--- config.mk ---
export PLATFORM = sky130hd
export DESIGN_NAME = mul_top
export DESIGN_NICKNAME = d
export VERILOG_FILES = /design/src/mul_pkg.sv /design/src/mul_core.sv /design/src/mul_regs.sv /design/src/mul_unit.sv /design/src/mul_top.sv
export SDC_FILE = /design/constraint.sdc
export NUM_CORES = 1
export LEC_CHECK = 0
export ABC_AREA = 1
export BUFFER_PORTS_ARGS = -buffer_cell sky130_fd_sc_hd__buf_2
export CORE_MARGIN = 3
export CORE_UTILIZATION = 55
export DETAILED_ROUTE_END_ITERATION = 12
export PLACE_DENSITY = 0.75
export SLEW_MARGIN = 20
export SYNTH_ARGS = -nofsm -noshare
export SYNTH_HDL_FRONTEND = slang
export SYNTH_SLANG_ARGS = --single-unit
--- constraint.sdc ---
create_clock -name clk -period 4.5 [get_ports clk]
set_clock_uncertainty 0.15 [all_clocks]
set_input_delay 0.45 -clock clk [delete_from_list [all_inputs] [get_ports clk]]
set_output_delay 0.45 -clock clk [all_outputs]
set_load 0.05 [all_outputs]
--- src/mul_pkg.sv ---
package mul_pkg;

    // operand and result width
    localparam int DATA_W = 32;
    // register file address width
    localparam int ADDR_W = 5;
    // commit id width
    localparam int CID_W = 4;

    // shift-add iterations per multiply
    localparam int MUL_CYCLES = 32;
    localparam int CNT_W = $clog2(MUL_CYCLES);

    // number of multiplier cores behind the dispatcher
    localparam int NUM_UNITS = 2;

    // configuration addresses
    localparam logic CFG_ADDR_MASK = 1'b0;
    localparam logic CFG_ADDR_COUNT = 1'b1;

    // rv32m multiply forms
    typedef enum logic [1:0] {
        OP_MUL    = 2'b00,
        OP_MULH   = 2'b01,
        OP_MULHSU = 2'b10,
        OP_MULHU  = 2'b11
    } mul_op_e;

    // issue request, 75 bits
    typedef struct packed {
        mul_op_e             op;
        logic [DATA_W-1:0]   rs1;
        logic [DATA_W-1:0]   rs2;
        logic [ADDR_W-1:0]   waddr;
        logic [CID_W-1:0]    commit_id;
    } mul_req_t;

    // write-back payload, 41 bits
    typedef struct packed {
        logic [DATA_W-1:0]   wdata;
        logic [ADDR_W-1:0]   waddr;
        logic [CID_W-1:0]    commit_id;
    } mul_wb_t;

endpackage

--- src/mul_core.sv ---
module mul_core (
    input  logic                       clk,
    input  logic                       rst_n,
    input  logic                       start_i,
    input  mul_pkg::mul_op_e           op_i,
    input  logic [mul_pkg::DATA_W-1:0] a_i,
    input  logic [mul_pkg::DATA_W-1:0] b_i,
    input  logic                       ready_i,
    output logic [mul_pkg::DATA_W-1:0] result_o,
    output logic                       busy_o,
    output logic                       valid_o
);

    logic                           a_signed;
    logic                           b_signed;
    logic                           a_neg;
    logic                           b_neg;
    logic [mul_pkg::DATA_W-1:0]     a_mag;
    logic [mul_pkg::DATA_W-1:0]     b_mag;

    logic [2*mul_pkg::DATA_W-1:0]   mcand_q;
    logic [mul_pkg::DATA_W-1:0]     mplier_q;
    logic [2*mul_pkg::DATA_W-1:0]   acc_q;
    logic [2*mul_pkg::DATA_W-1:0]   acc_nxt;
    logic [2*mul_pkg::DATA_W-1:0]   prod;
    logic                           neg_q;
    logic                           hi_q;
    logic [mul_pkg::CNT_W-1:0]      cnt_q;
    logic                           last_step;

    // mulhu is the only form with unsigned rs1
    assign a_signed = (op_i != mul_pkg::OP_MULHU);
    // mul low word is the same either way, so treat it as signed
    assign b_signed = (op_i == mul_pkg::OP_MUL) || (op_i == mul_pkg::OP_MULH);

    assign a_neg = a_signed && a_i[mul_pkg::DATA_W-1];
    assign b_neg = b_signed && b_i[mul_pkg::DATA_W-1];

    // most negative value maps onto 2^31 as an unsigned magnitude
    assign a_mag = a_neg ? (~a_i + 1'b1) : a_i;
    assign b_mag = b_neg ? (~b_i + 1'b1) : b_i;

    // one shift-add step
    assign acc_nxt = mplier_q[0] ? (acc_q + mcand_q) : acc_q;

    // sign fixup on the final partial sum
    assign prod = neg_q ? (~acc_nxt + 1'b1) : acc_nxt;

    assign last_step = (int'(cnt_q) == mul_pkg::MUL_CYCLES - 1);

    // control: busy through the iterations, valid until the result is taken
    always_ff @(posedge clk or negedge rst_n) begin
        if (!rst_n) begin
            busy_o  <= 1'b0;
            valid_o <= 1'b0;
            cnt_q   <= '0;
        end else if (start_i) begin
            busy_o <= 1'b1;
            cnt_q  <= '0;
        end else if (busy_o) begin
            cnt_q <= cnt_q + 1'b1;
            if (last_step) begin
                busy_o  <= 1'b0;
                valid_o <= 1'b1;
            end
        end else if (valid_o && ready_i) begin
            valid_o <= 1'b0;
        end
    end

    // datapath
    always_ff @(posedge clk) begin
        if (start_i) begin
            mcand_q  <= {{mul_pkg::DATA_W{1'b0}}, a_mag};
            mplier_q <= b_mag;
            acc_q    <= '0;
            neg_q    <= a_neg ^ b_neg;
            hi_q     <= (op_i != mul_pkg::OP_MUL);
        end else if (busy_o) begin
            acc_q    <= acc_nxt;
            mcand_q  <= mcand_q << 1;
            mplier_q <= mplier_q >> 1;
            // last step lands straight in the result register
            if (last_step) begin
                result_o <= hi_q ? prod[2*mul_pkg::DATA_W-1:mul_pkg::DATA_W]
                                 : prod[mul_pkg::DATA_W-1:0];
            end
        end
    end

endmodule

--- src/mul_regs.sv ---
module mul_regs (
    input  logic                          clk,
    input  logic                          rst_n,
    input  logic                          cfg_we_i,
    input  logic                          cfg_addr_i,
    input  logic [mul_pkg::DATA_W-1:0]    cfg_wdata_i,
    input  logic                          retire_i,
    output logic [mul_pkg::DATA_W-1:0]    cfg_rdata_o,
    output logic [mul_pkg::NUM_UNITS-1:0] unit_en_o
);

    logic [mul_pkg::DATA_W-1:0] retire_cnt_q;
    logic                       wr_mask;
    logic                       wr_count;

    assign wr_mask  = cfg_we_i && (cfg_addr_i == mul_pkg::CFG_ADDR_MASK);
    assign wr_count = cfg_we_i && (cfg_addr_i == mul_pkg::CFG_ADDR_COUNT);

    // enable mask, all units on out of reset
    always_ff @(posedge clk or negedge rst_n) begin
        if (!rst_n) begin
            unit_en_o <= '1;
        end else if (wr_mask) begin
            unit_en_o <= cfg_wdata_i[mul_pkg::NUM_UNITS-1:0];
        end
    end

    // retired results; any write to the count address clears it
    always_ff @(posedge clk or negedge rst_n) begin
        if (!rst_n) begin
            retire_cnt_q <= '0;
        end else if (wr_count) begin
            retire_cnt_q <= '0;
        end else if (retire_i) begin
            retire_cnt_q <= retire_cnt_q + 1'b1;
        end
    end

    // read mux
    always_comb begin
        if (cfg_addr_i == mul_pkg::CFG_ADDR_COUNT) begin
            cfg_rdata_o = retire_cnt_q;
        end else begin
            cfg_rdata_o = '0;
            cfg_rdata_o[mul_pkg::NUM_UNITS-1:0] = unit_en_o;
        end
    end

endmodule

--- src/mul_unit.sv ---
module mul_unit (
    input  logic                          clk,
    input  logic                          rst_n,
    input  logic                          req_i,
    input  mul_pkg::mul_req_t             req_data_i,
    input  logic                          int_i,
    input  logic [mul_pkg::NUM_UNITS-1:0] unit_en_i,
    input  logic                          wb_ready_i,
    output logic                          stall_o,
    output logic                          wb_valid_o,
    output mul_pkg::mul_wb_t              wb_data_o,
    output logic                          retire_o
);

    logic                                               take;
    logic                                               cand_valid;
    mul_pkg::mul_req_t                                  cand;

    // skid buffer
    logic                                               buf_valid_q;
    mul_pkg::mul_req_t                                  buf_q;

    logic [mul_pkg::NUM_UNITS-1:0]                      core_start;
    logic [mul_pkg::NUM_UNITS-1:0]                      core_busy;
    logic [mul_pkg::NUM_UNITS-1:0]                      core_valid;
    logic [mul_pkg::NUM_UNITS-1:0]                      core_free;
    logic [mul_pkg::NUM_UNITS-1:0]                      core_ready;
    logic [mul_pkg::NUM_UNITS-1:0][mul_pkg::DATA_W-1:0] core_result;
    logic [mul_pkg::NUM_UNITS-1:0]                      wb_sel;

    // destination and commit id per core, captured at start
    logic [mul_pkg::NUM_UNITS-1:0][mul_pkg::ADDR_W-1:0] saved_waddr;
    logic [mul_pkg::NUM_UNITS-1:0][mul_pkg::CID_W-1:0]  saved_cid;

    // source holds its request while the buffer is occupied
    assign stall_o = buf_valid_q && req_i;

    // new issue is blocked by the interrupt line
    assign take = req_i && !stall_o && !int_i;

    // buffered request goes first, even under interrupt
    assign cand_valid = buf_valid_q || take;
    assign cand       = buf_valid_q ? buf_q : req_data_i;

    // first enabled free core gets the request
    always_comb begin
        core_start = '0;
        for (int i = 0; i < mul_pkg::NUM_UNITS; i++) begin
            if (cand_valid && unit_en_i[i] && core_free[i] && (core_start == '0)) begin
                core_start[i] = 1'b1;
            end
        end
    end

    always_ff @(posedge clk or negedge rst_n) begin
        if (!rst_n) begin
            buf_valid_q <= 1'b0;
        end else if (take && (core_start == '0)) begin
            buf_valid_q <= 1'b1;
        end else if (buf_valid_q && (core_start != '0)) begin
            buf_valid_q <= 1'b0;
        end
    end

    always_ff @(posedge clk) begin
        if (take && (core_start == '0)) begin
            buf_q <= req_data_i;
        end
    end

    always_ff @(posedge clk) begin
        for (int i = 0; i < mul_pkg::NUM_UNITS; i++) begin
            if (core_start[i]) begin
                saved_waddr[i] <= cand.waddr;
                saved_cid[i]   <= cand.commit_id;
            end
        end
    end

    for (genvar g = 0; g < mul_pkg::NUM_UNITS; g++) begin : g_core
        // a core holding an unread result cannot restart
        assign core_free[g]  = !core_busy[g] && !core_valid[g];
        assign core_ready[g] = wb_ready_i && wb_sel[g];

        mul_core u_core (
            .clk      (clk),
            .rst_n    (rst_n),
            .start_i  (core_start[g]),
            .op_i     (cand.op),
            .a_i      (cand.rs1),
            .b_i      (cand.rs2),
            .ready_i  (core_ready[g]),
            .result_o (core_result[g]),
            .busy_o   (core_busy[g]),
            .valid_o  (core_valid[g])
        );
    end

    // write-back select, lowest index wins
    always_comb begin
        wb_sel    = '0;
        wb_data_o = '0;
        for (int i = 0; i < mul_pkg::NUM_UNITS; i++) begin
            if (core_valid[i] && (wb_sel == '0)) begin
                wb_sel[i]           = 1'b1;
                wb_data_o.wdata     = core_result[i];
                wb_data_o.waddr     = saved_waddr[i];
                wb_data_o.commit_id = saved_cid[i];
            end
        end
    end

    assign wb_valid_o = |core_valid;

    // one pulse per completed write-back handshake
    assign retire_o = wb_valid_o && wb_ready_i;

endmodule

--- src/mul_top.sv ---
module mul_top (
    input  logic                       clk,
    input  logic                       rst_n,

    // issue
    input  logic                       req_i,
    input  mul_pkg::mul_req_t          req_data_i,
    output logic                       stall_o,
    input  logic                       int_i,

    // write-back
    input  logic                       wb_ready_i,
    output logic                       wb_valid_o,
    output mul_pkg::mul_wb_t           wb_data_o,

    // configuration
    input  logic                       cfg_we_i,
    input  logic                       cfg_addr_i,
    input  logic [mul_pkg::DATA_W-1:0] cfg_wdata_i,
    output logic [mul_pkg::DATA_W-1:0] cfg_rdata_o
);

    logic [mul_pkg::NUM_UNITS-1:0] unit_en;
    logic                          retire;

    mul_regs u_regs (
        .clk         (clk),
        .rst_n       (rst_n),
        .cfg_we_i    (cfg_we_i),
        .cfg_addr_i  (cfg_addr_i),
        .cfg_wdata_i (cfg_wdata_i),
        .retire_i    (retire),
        .cfg_rdata_o (cfg_rdata_o),
        .unit_en_o   (unit_en)
    );

    mul_unit u_unit (
        .clk         (clk),
        .rst_n       (rst_n),
        .req_i       (req_i),
        .req_data_i  (req_data_i),
        .int_i       (int_i),
        .unit_en_i   (unit_en),
        .wb_ready_i  (wb_ready_i),
        .stall_o     (stall_o),
        .wb_valid_o  (wb_valid_o),
        .wb_data_o   (wb_data_o),
        .retire_o    (retire)
    );

endmodule

# --- Yosys cells after proc, flatten, opt, wreduce, memory -nomap -nowiden ---
# Cells that the tools add are included.
word_totals:
  word_cells: 145
  in_bits: 114
  out_inout_bits: 75
  ff_bits: 530
classes:
  bitwise: 9
  add_sub_neg: 9
  n_reduce_logical: 45
  n_eq_ne: 6
  muxes: 44
ops:
  columns: ["op", "count"]
  rows:
  - ["2-to-1 mux 32 bit", 15]
  - ["2-to-1 mux 64 bit", 4]
  - ["adder 64 x 1 -> 64 bit (second input constant)", 2]
  - ["adder 64 bit", 2]
  - ["NOT 64 bit", 2]
  - ["adder 32 x 1 -> 32 bit (second input constant)", 3]
  - ["2-to-1 mux 41 bit", 2]
  - ["2-to-1 mux 75 bit", 1]
  - ["NOT 32 bit", 2]
  - ["logical AND 1 bit", 22]
  - ["2-to-1 mux 5 bit", 4]
  - ["2-to-1 mux 1 bit", 18]
  - ["nonzero test 2 bit", 8]
  - ["AND reduction 3 bit", 4]
  - ["adder 5 x 1 -> 5 bit (second input constant)", 2]
  - ["== test 5 x 1 -> 1 bit (second input constant)", 2]
  - ["zero test 1 bit", 6]
  - ["zero test 2 bit", 2]
  - ["!= test 2 x 1 -> 1 bit (second input constant)", 2]
  - ["NOT 1 bit", 4]
  - ["== test 2 x 1 -> 1 bit (second input constant)", 1]
  - ["logical OR 1 bit", 2]
  - ["!= test 2 bit (second input constant)", 1]
  - ["OR reduction 2 bit", 1]
  - ["XOR 1 bit", 1]

# --- Depth between registers and ports, before layout ---
logic_depth:
  word_depth: 15
  depth_mapped: 26
  ltp_nobuf: 26

# --- Hierarchy ---
# A second synthesis with hierarchy kept.
hier_totals:
  hier_cells: 6658
  area_unflattened_um2: 41792.6
by_module_without_submodules:
  columns: ["mod", "cells_each", "seq_area_each_um2", "instances", "area_each_um2"]
  rows:
  - ["mul_core", 2904, 5039.8, 2, 17528.1]
  - ["mul_unit", 499, 2817.7, 1, 4486.8]
  - ["mul_regs", 351, 853.3, 1, 2249.7]

# --- Worst setup path before layout ---
# OpenSTA, ideal clock, no wires.
synth_path:
  path_type: "register -> register"
  from: "register u_unit.buf_valid_q"
  to: "register u_unit.g_core[1].u_core.mcand_q[0] (netlist bit), enable pin"
  path_buffers: 5
  stages_incl_launch_ff: 11
  setup_slack_ns: 0.366
  required_time_ns: 3.896
  period_less_slack_ns: 4.134
  setup_ns: 0.454
  arrival_time_ns: 3.530
  path_cell_list: "dfrtp_1 > buf_6 > buf_4 > a21oi_1 > inv_1 > nand2_1 > clkbuf_1 > nand2_1 > clkbuf_1 > nand2_1 > clkbuf_1"
synth_between:
  elab_chain_len: 12
  elab_cells_between_ends: 14
  cone_classes: "mux (2); bitwise (1); reduce/logical (11)"
synth_rtl:
  columns: ["item", "line_no", "text"]
  rows:
  - ["from (decl)", "mul_unit.sv:20", "logic buf_valid_q;"]
  - ["from (signal assigned)", "mul_unit.sv:57", "buf_valid_q <= 1'b0;"]
  - ["from (signal assigned)", "mul_unit.sv:59", "buf_valid_q <= 1'b1;"]
  - ["from (signal assigned)", "mul_unit.sv:61", "buf_valid_q <= 1'b0;"]
  - ["logical AND 1 bit", "mul_unit.sv:36", "assign stall_o = buf_valid_q && req_i;"]
  - ["zero test 1 bit", "mul_unit.sv:39", "assign take = req_i && !stall_o && !int_i;"]
  - ["logical AND 1 bit (2 in series)", "mul_unit.sv:39", null]
  - ["logical OR 1 bit *", "mul_unit.sv:42", "assign cand_valid = buf_valid_q || take;"]
  - ["logical AND 1 bit (2 in series)", "mul_unit.sv:49", "if (cand_valid && unit_en_i[i] && core_free[i] && (core_start == '0)) begin"]
  - ["2-to-1 mux 1 bit", "mul_unit.sv:49", null]
  - ["NOT 1 bit (no source line)", null, null]
  - ["logical AND 1 bit *", "mul_unit.sv:49", null]
  - ["2-to-1 mux 1 bit *", "mul_unit.sv:49", null]
  - ["nonzero test 2 bit (no source line) *", null, null]
  - ["to (signal assigned)", "mul_core.sv:74", "mcand_q <= {{mul_pkg::DATA_W{1'b0}}, a_mag};"]
  - ["to (signal assigned)", "mul_core.sv:81", "mcand_q <= mcand_q << 1;"]
  - ["to (decl)", "mul_core.sv:21", "logic [2*mul_pkg::DATA_W-1:0] mcand_q;"]
# Mark *: on every way between the ends. The rest lies on a longest branch, timed or not.
# A chain may end at the register's enable or synchronous reset.

# --- Worst setup path in the final report ---
layout_path:
  from: "register u_unit.g_core[1].u_core.mcand_q[27] (netlist bit)"
  to: "register u_unit.g_core[1].u_core.result_o[1] (netlist bit) (data pin)"
layout_between:
  elab_chain_len: 6
layout_rtl:
  columns: ["item", "line_no", "text"]
  rows:
  - ["adder 64 bit *", "mul_core.sv:44", "assign acc_nxt = mplier_q[0] ? (acc_q + mcand_q) : acc_q;"]
  - ["2-to-1 mux 64 bit *", "mul_core.sv:44", null]
  - ["NOT 64 bit", "mul_core.sv:47", "assign prod = neg_q ? (~acc_nxt + 1'b1) : acc_nxt;"]
  - ["adder 64 x 1 -> 64 bit", "mul_core.sv:47", null]
  - ["2-to-1 mux 64 bit *", "mul_core.sv:47", null]
  - ["2-to-1 mux 32 bit *", "mul_core.sv:85", "result_o <= hi_q ? prod[2*mul_pkg::DATA_W-1:mul_pkg::DATA_W]"]
  - ["to (signal assigned)", "mul_core.sv:85", null]
  - ["to (decl)", "mul_core.sv:9", "output logic [mul_pkg::DATA_W-1:0] result_o,"]
# Marks and branches as above.

==> flow_summary.toml <==
[routing]
wire_per_inst_um = 18.7
final_antenna_net_count = 0
firstDrtPassIters = 8
post-route-drc-count = 0
num_vias = 40700
vias_per_cell = 5.51
drt_iter0_drc = 4142
drt_wl_total_um = 138000

[synth]
syn-cell-area_sq_mm = 0.0402
async_flop_share = 0.0925
yosys_warnings = 0
synth_top_family_by_area = "simple AND/OR/NAND/NOR gates"
yosys.area.top_type = "edfxtp_1"
muxShareOfSynthArea = 0.00766
ys_types = 62
synth_xor_xnor_area_share = 0.0150
synthesis.instances = 6215
ys_seq_elements = 530
synth.area.top_cells = "edfxtp_1, nand2_1, dfxtp_1, inv_1, nand3_1"
synth-simple-area-share = 0.362
synth-compound-area-share = 0.116
synth_top_area_share = 0.216
seq_area_frac_synth = 0.342
synth_edf_count = 289
synth_fp_nets = 6466
ys.flop_type = "edfxtp_1"
syn_area_per_cell_sq_um = 6.47
synthAdderAreaFrac = 0.0430

[grt]
first_global_vias = 37300
grt_max_degree = 102
antenna_found_initial = 1
grtUsageMet2 = 0.569
grt_use_met3 = 0.0333
grt.busiest_layer = "met2"
overflow = 0
globalRouteTotalUtil = 0.349
use_met1 = 0.465
grt_first_pass_wirelength_um = 210000

[sta]
hold_violations = 0
max_freq_ghz = 0.240
final.period_utilization = 0.925
drv_slew = 0
tightestPinTransition_ps = 1100
period_needed_ps = 4160
setup_viol = 0
slew_headroom = 0.263
timing.setup.tns_ps = 0
rsz0062_at_grt = "false"

[floorplan]
dieHeight_um = 276
die-area_sq_mm = 0.0763
die_width_um = 276
initial_utilization = 0.558
placementRows = 98
core_region_area_sq_mm = 0.0720
io_pins = 189

[worst_setup_path]
cp_max_fo = 5
worstSetupPathDepth = 18
rrSetupSlack_ps = 340
worstPathRequired_ps = 4740
worst-setup-path-type = "register to register"
startpoint_type = "register"
worstReg2RegEnd = "u_unit.g_core[1].u_core.result_o[1]"
endpoint_kind = "register"
crit_chain = "ha_1 > nand2_1 > nor2_1 > nand2_1 > nor3_1 > nand2_1 > nand3_1 > nand3_1 > nand2_1 > nand2_1 > nor2_1 > nand2_1 > nor2_4 > nand2_2 > nand2_2 > a21oi_1 > o21ai_0 > o21ai_0"
cp.buffers_inverters = 0
arrival_ps = 4400
crit_top_cell = "nand2_1"
cp_top_family = "simple AND/OR/NAND/NOR gates"
critPathSlowestCell = "edfxtp_1"
reg2reg_from = "u_unit.g_core[1].u_core.mcand_q[27]"
slowest_delay_ps = 450
r2r_cells = 18

[cts]
clkSlewWorstSetupHoldPaths_ps = 70
cts_tree = "done"
clock_sinks = 530
root_buffer = "clkbuf_16"
cts_resized = 0
h-tree-depth = 2
cts_buffers = 61
clk_path_buf_depth = 3
cts_setup_buffers = 0
clk_latency_ps = 660

[finish]
regArea_sq_mm = 0.0138
multi_input_area_sq_mm = 0.0219
fillers = 6854
drive_gt1_frac = 0.0807
area_growth_pct = 11.0
layout.nets = 6644

[placement]
place_congestion = 1.03
place_hpwl_um = 107000
port_buffers = 158

[min_path]
worstHoldEndpoint = "u_regs.retire_cnt_q[0]"
hold_class = "primary input to register"
min-delay-start = "cfg_we_i"
holdPathStages = 4

[run]
drv_cap = 0

[run_status]
status = "finished clean"
## layer usage
layer / share of wire / wire length, um
met1: 0.42 / 57700
met2: 0.45 / 62800
met3: 0.073 / 10100
met4: 0.057 / 7860
met5: 0 / 0
## state kept, by name (all words and copies together) (netlist names)
| register | flops |
|---|---|
| u_unit.g_core.u_core.mcand_q | 128 |
| u_unit.g_core.u_core.acc_q | 128 |
| u_unit.g_core.u_core.busy_o | 2 |
| u_unit.g_core.u_core.hi_q | 2 |
| u_regs.unit_en_o | 2 |
| u_unit.buf_valid_q | 1 |
| u_regs.retire_cnt_q | 32 |
| u_unit.saved_cid | 8 |
| u_unit.g_core.u_core.result_o | 64 |
| u_unit.saved_waddr | 10 |
| u_unit.g_core.u_core.valid_o | 2 |
| u_unit.g_core.u_core.mplier_q | 64 |
| u_unit.buf_q | 75 |
| u_unit.g_core.u_core.neg_q | 2 |
| u_unit.g_core.u_core.cnt_q | 10 |
## cell families (layout without fill, tap and decap cells)
logic type      after synthesis  in the layout
simple gates               3456           3456
flops                       530            530
compound gates              809            809
xor+xnor                     69             69
buf+inv                    1184           1415
fa+ha+maj                   137            137
other cells                   0              1
mux                          30             30
## cell usage in the layout, fill, tap and decap left out, types with 38 or more instances in the layout
cell type / instances
nand2_1: 2262
nand4_1: 63
buf_4: 42
o21ai_0: 314
buf_2: 158
dfrtp_1: 45
dlygate4sd3_1: 82
a22oi_1: 38
nor2_1: 437
nor3_1: 59
a21oi_1: 208
nand2_2: 51
o22ai_1: 105
a22o_1: 50
inv_1: 986
nand3_1: 413
ha_1: 135
edfxtp_1: 289
clkbuf_16: 61
dfxtp_1: 192
xor2_1: 58
## repair_timing
item                                   CTS  global route
setup endpoints to repair                0             0
endpoints found under the hold margin  142             0
hold buffers                            82             0
## final cells by class
type,count,area share
antenna,1,0.0000561
clock inverter,36,0.00782
inverter,1014,0.0854
clock buffer,80,0.0372
multi-input combinational,4501,0.490
sequential,530,0.308
timing repair buffer,285,0.0445
tap,950,0.0266
## per-stage QoR
stage / area [sq um] / setup slack, ps / hold WS [ps] / util / std cells
CTS: 44600 / 402 / 44.3 / 0.620 / 7396
floorplan: 40200 / 366 / 4.41 / - / 6215
global placement: 41800 / 476 / 313 / 0.581 / 7198
global route: 44600 / 47.7 / 97.4 / 0.620 / 7396
finish: 44600 / 339 / 74.9 / 0.620 / 7397
detailed placement: 41800 / 470 / 319 / 0.581 / 7198
## cells in the mapped netlist (all sizes together), types with 11 or more instances
cell	count
nand2	2320
nand3	434
nand3b	21
o21ai	357
or2	35
o21bai	15
nor3	67
dfxtp	192
xor2	58
nor2	491
o22ai	105
nor4	11
edfxtp	289
inv	1009
a22oi	38
a22o	50
a21oi	209
mux2i	30
nand4	64
ha	135
buf	65
clkbuf	104
xnor2	11
dfrtp	47
## worst reg2reg max path, delay by kind of cell, from the launching register on
family                   cells  cell delay, ps
AO/OA/AOI/OAI                3             420
adder cells (fa/ha/maj)      1             450
flip-flops                   1             450
AND/OR/NAND/NOR             14            2450
## how the worst max path moves through the flow
stage                     slack, ps                                 from                                    to
after floorplan                 370                   u_unit.buf_valid_q    u_unit.g_core[1].u_core.mcand_q[0]
after global placement          480  u_unit.g_core[1].u_core.mcand_q[27]   u_unit.g_core[1].u_core.result_o[1]
after detailed placement        470  u_unit.g_core[1].u_core.mcand_q[27]   u_unit.g_core[1].u_core.result_o[1]
after CTS                       400  u_unit.g_core[1].u_core.mcand_q[27]   u_unit.g_core[1].u_core.result_o[1]
after global routing             50     u_unit.g_core[0].u_core.acc_q[0]  u_unit.g_core[0].u_core.result_o[27]
final                           340  u_unit.g_core[1].u_core.mcand_q[27]   u_unit.g_core[1].u_core.result_o[1]
Power is not shown: default switching activity piles up to over one toggle a cycle in this logic, so the estimate is an artifact.
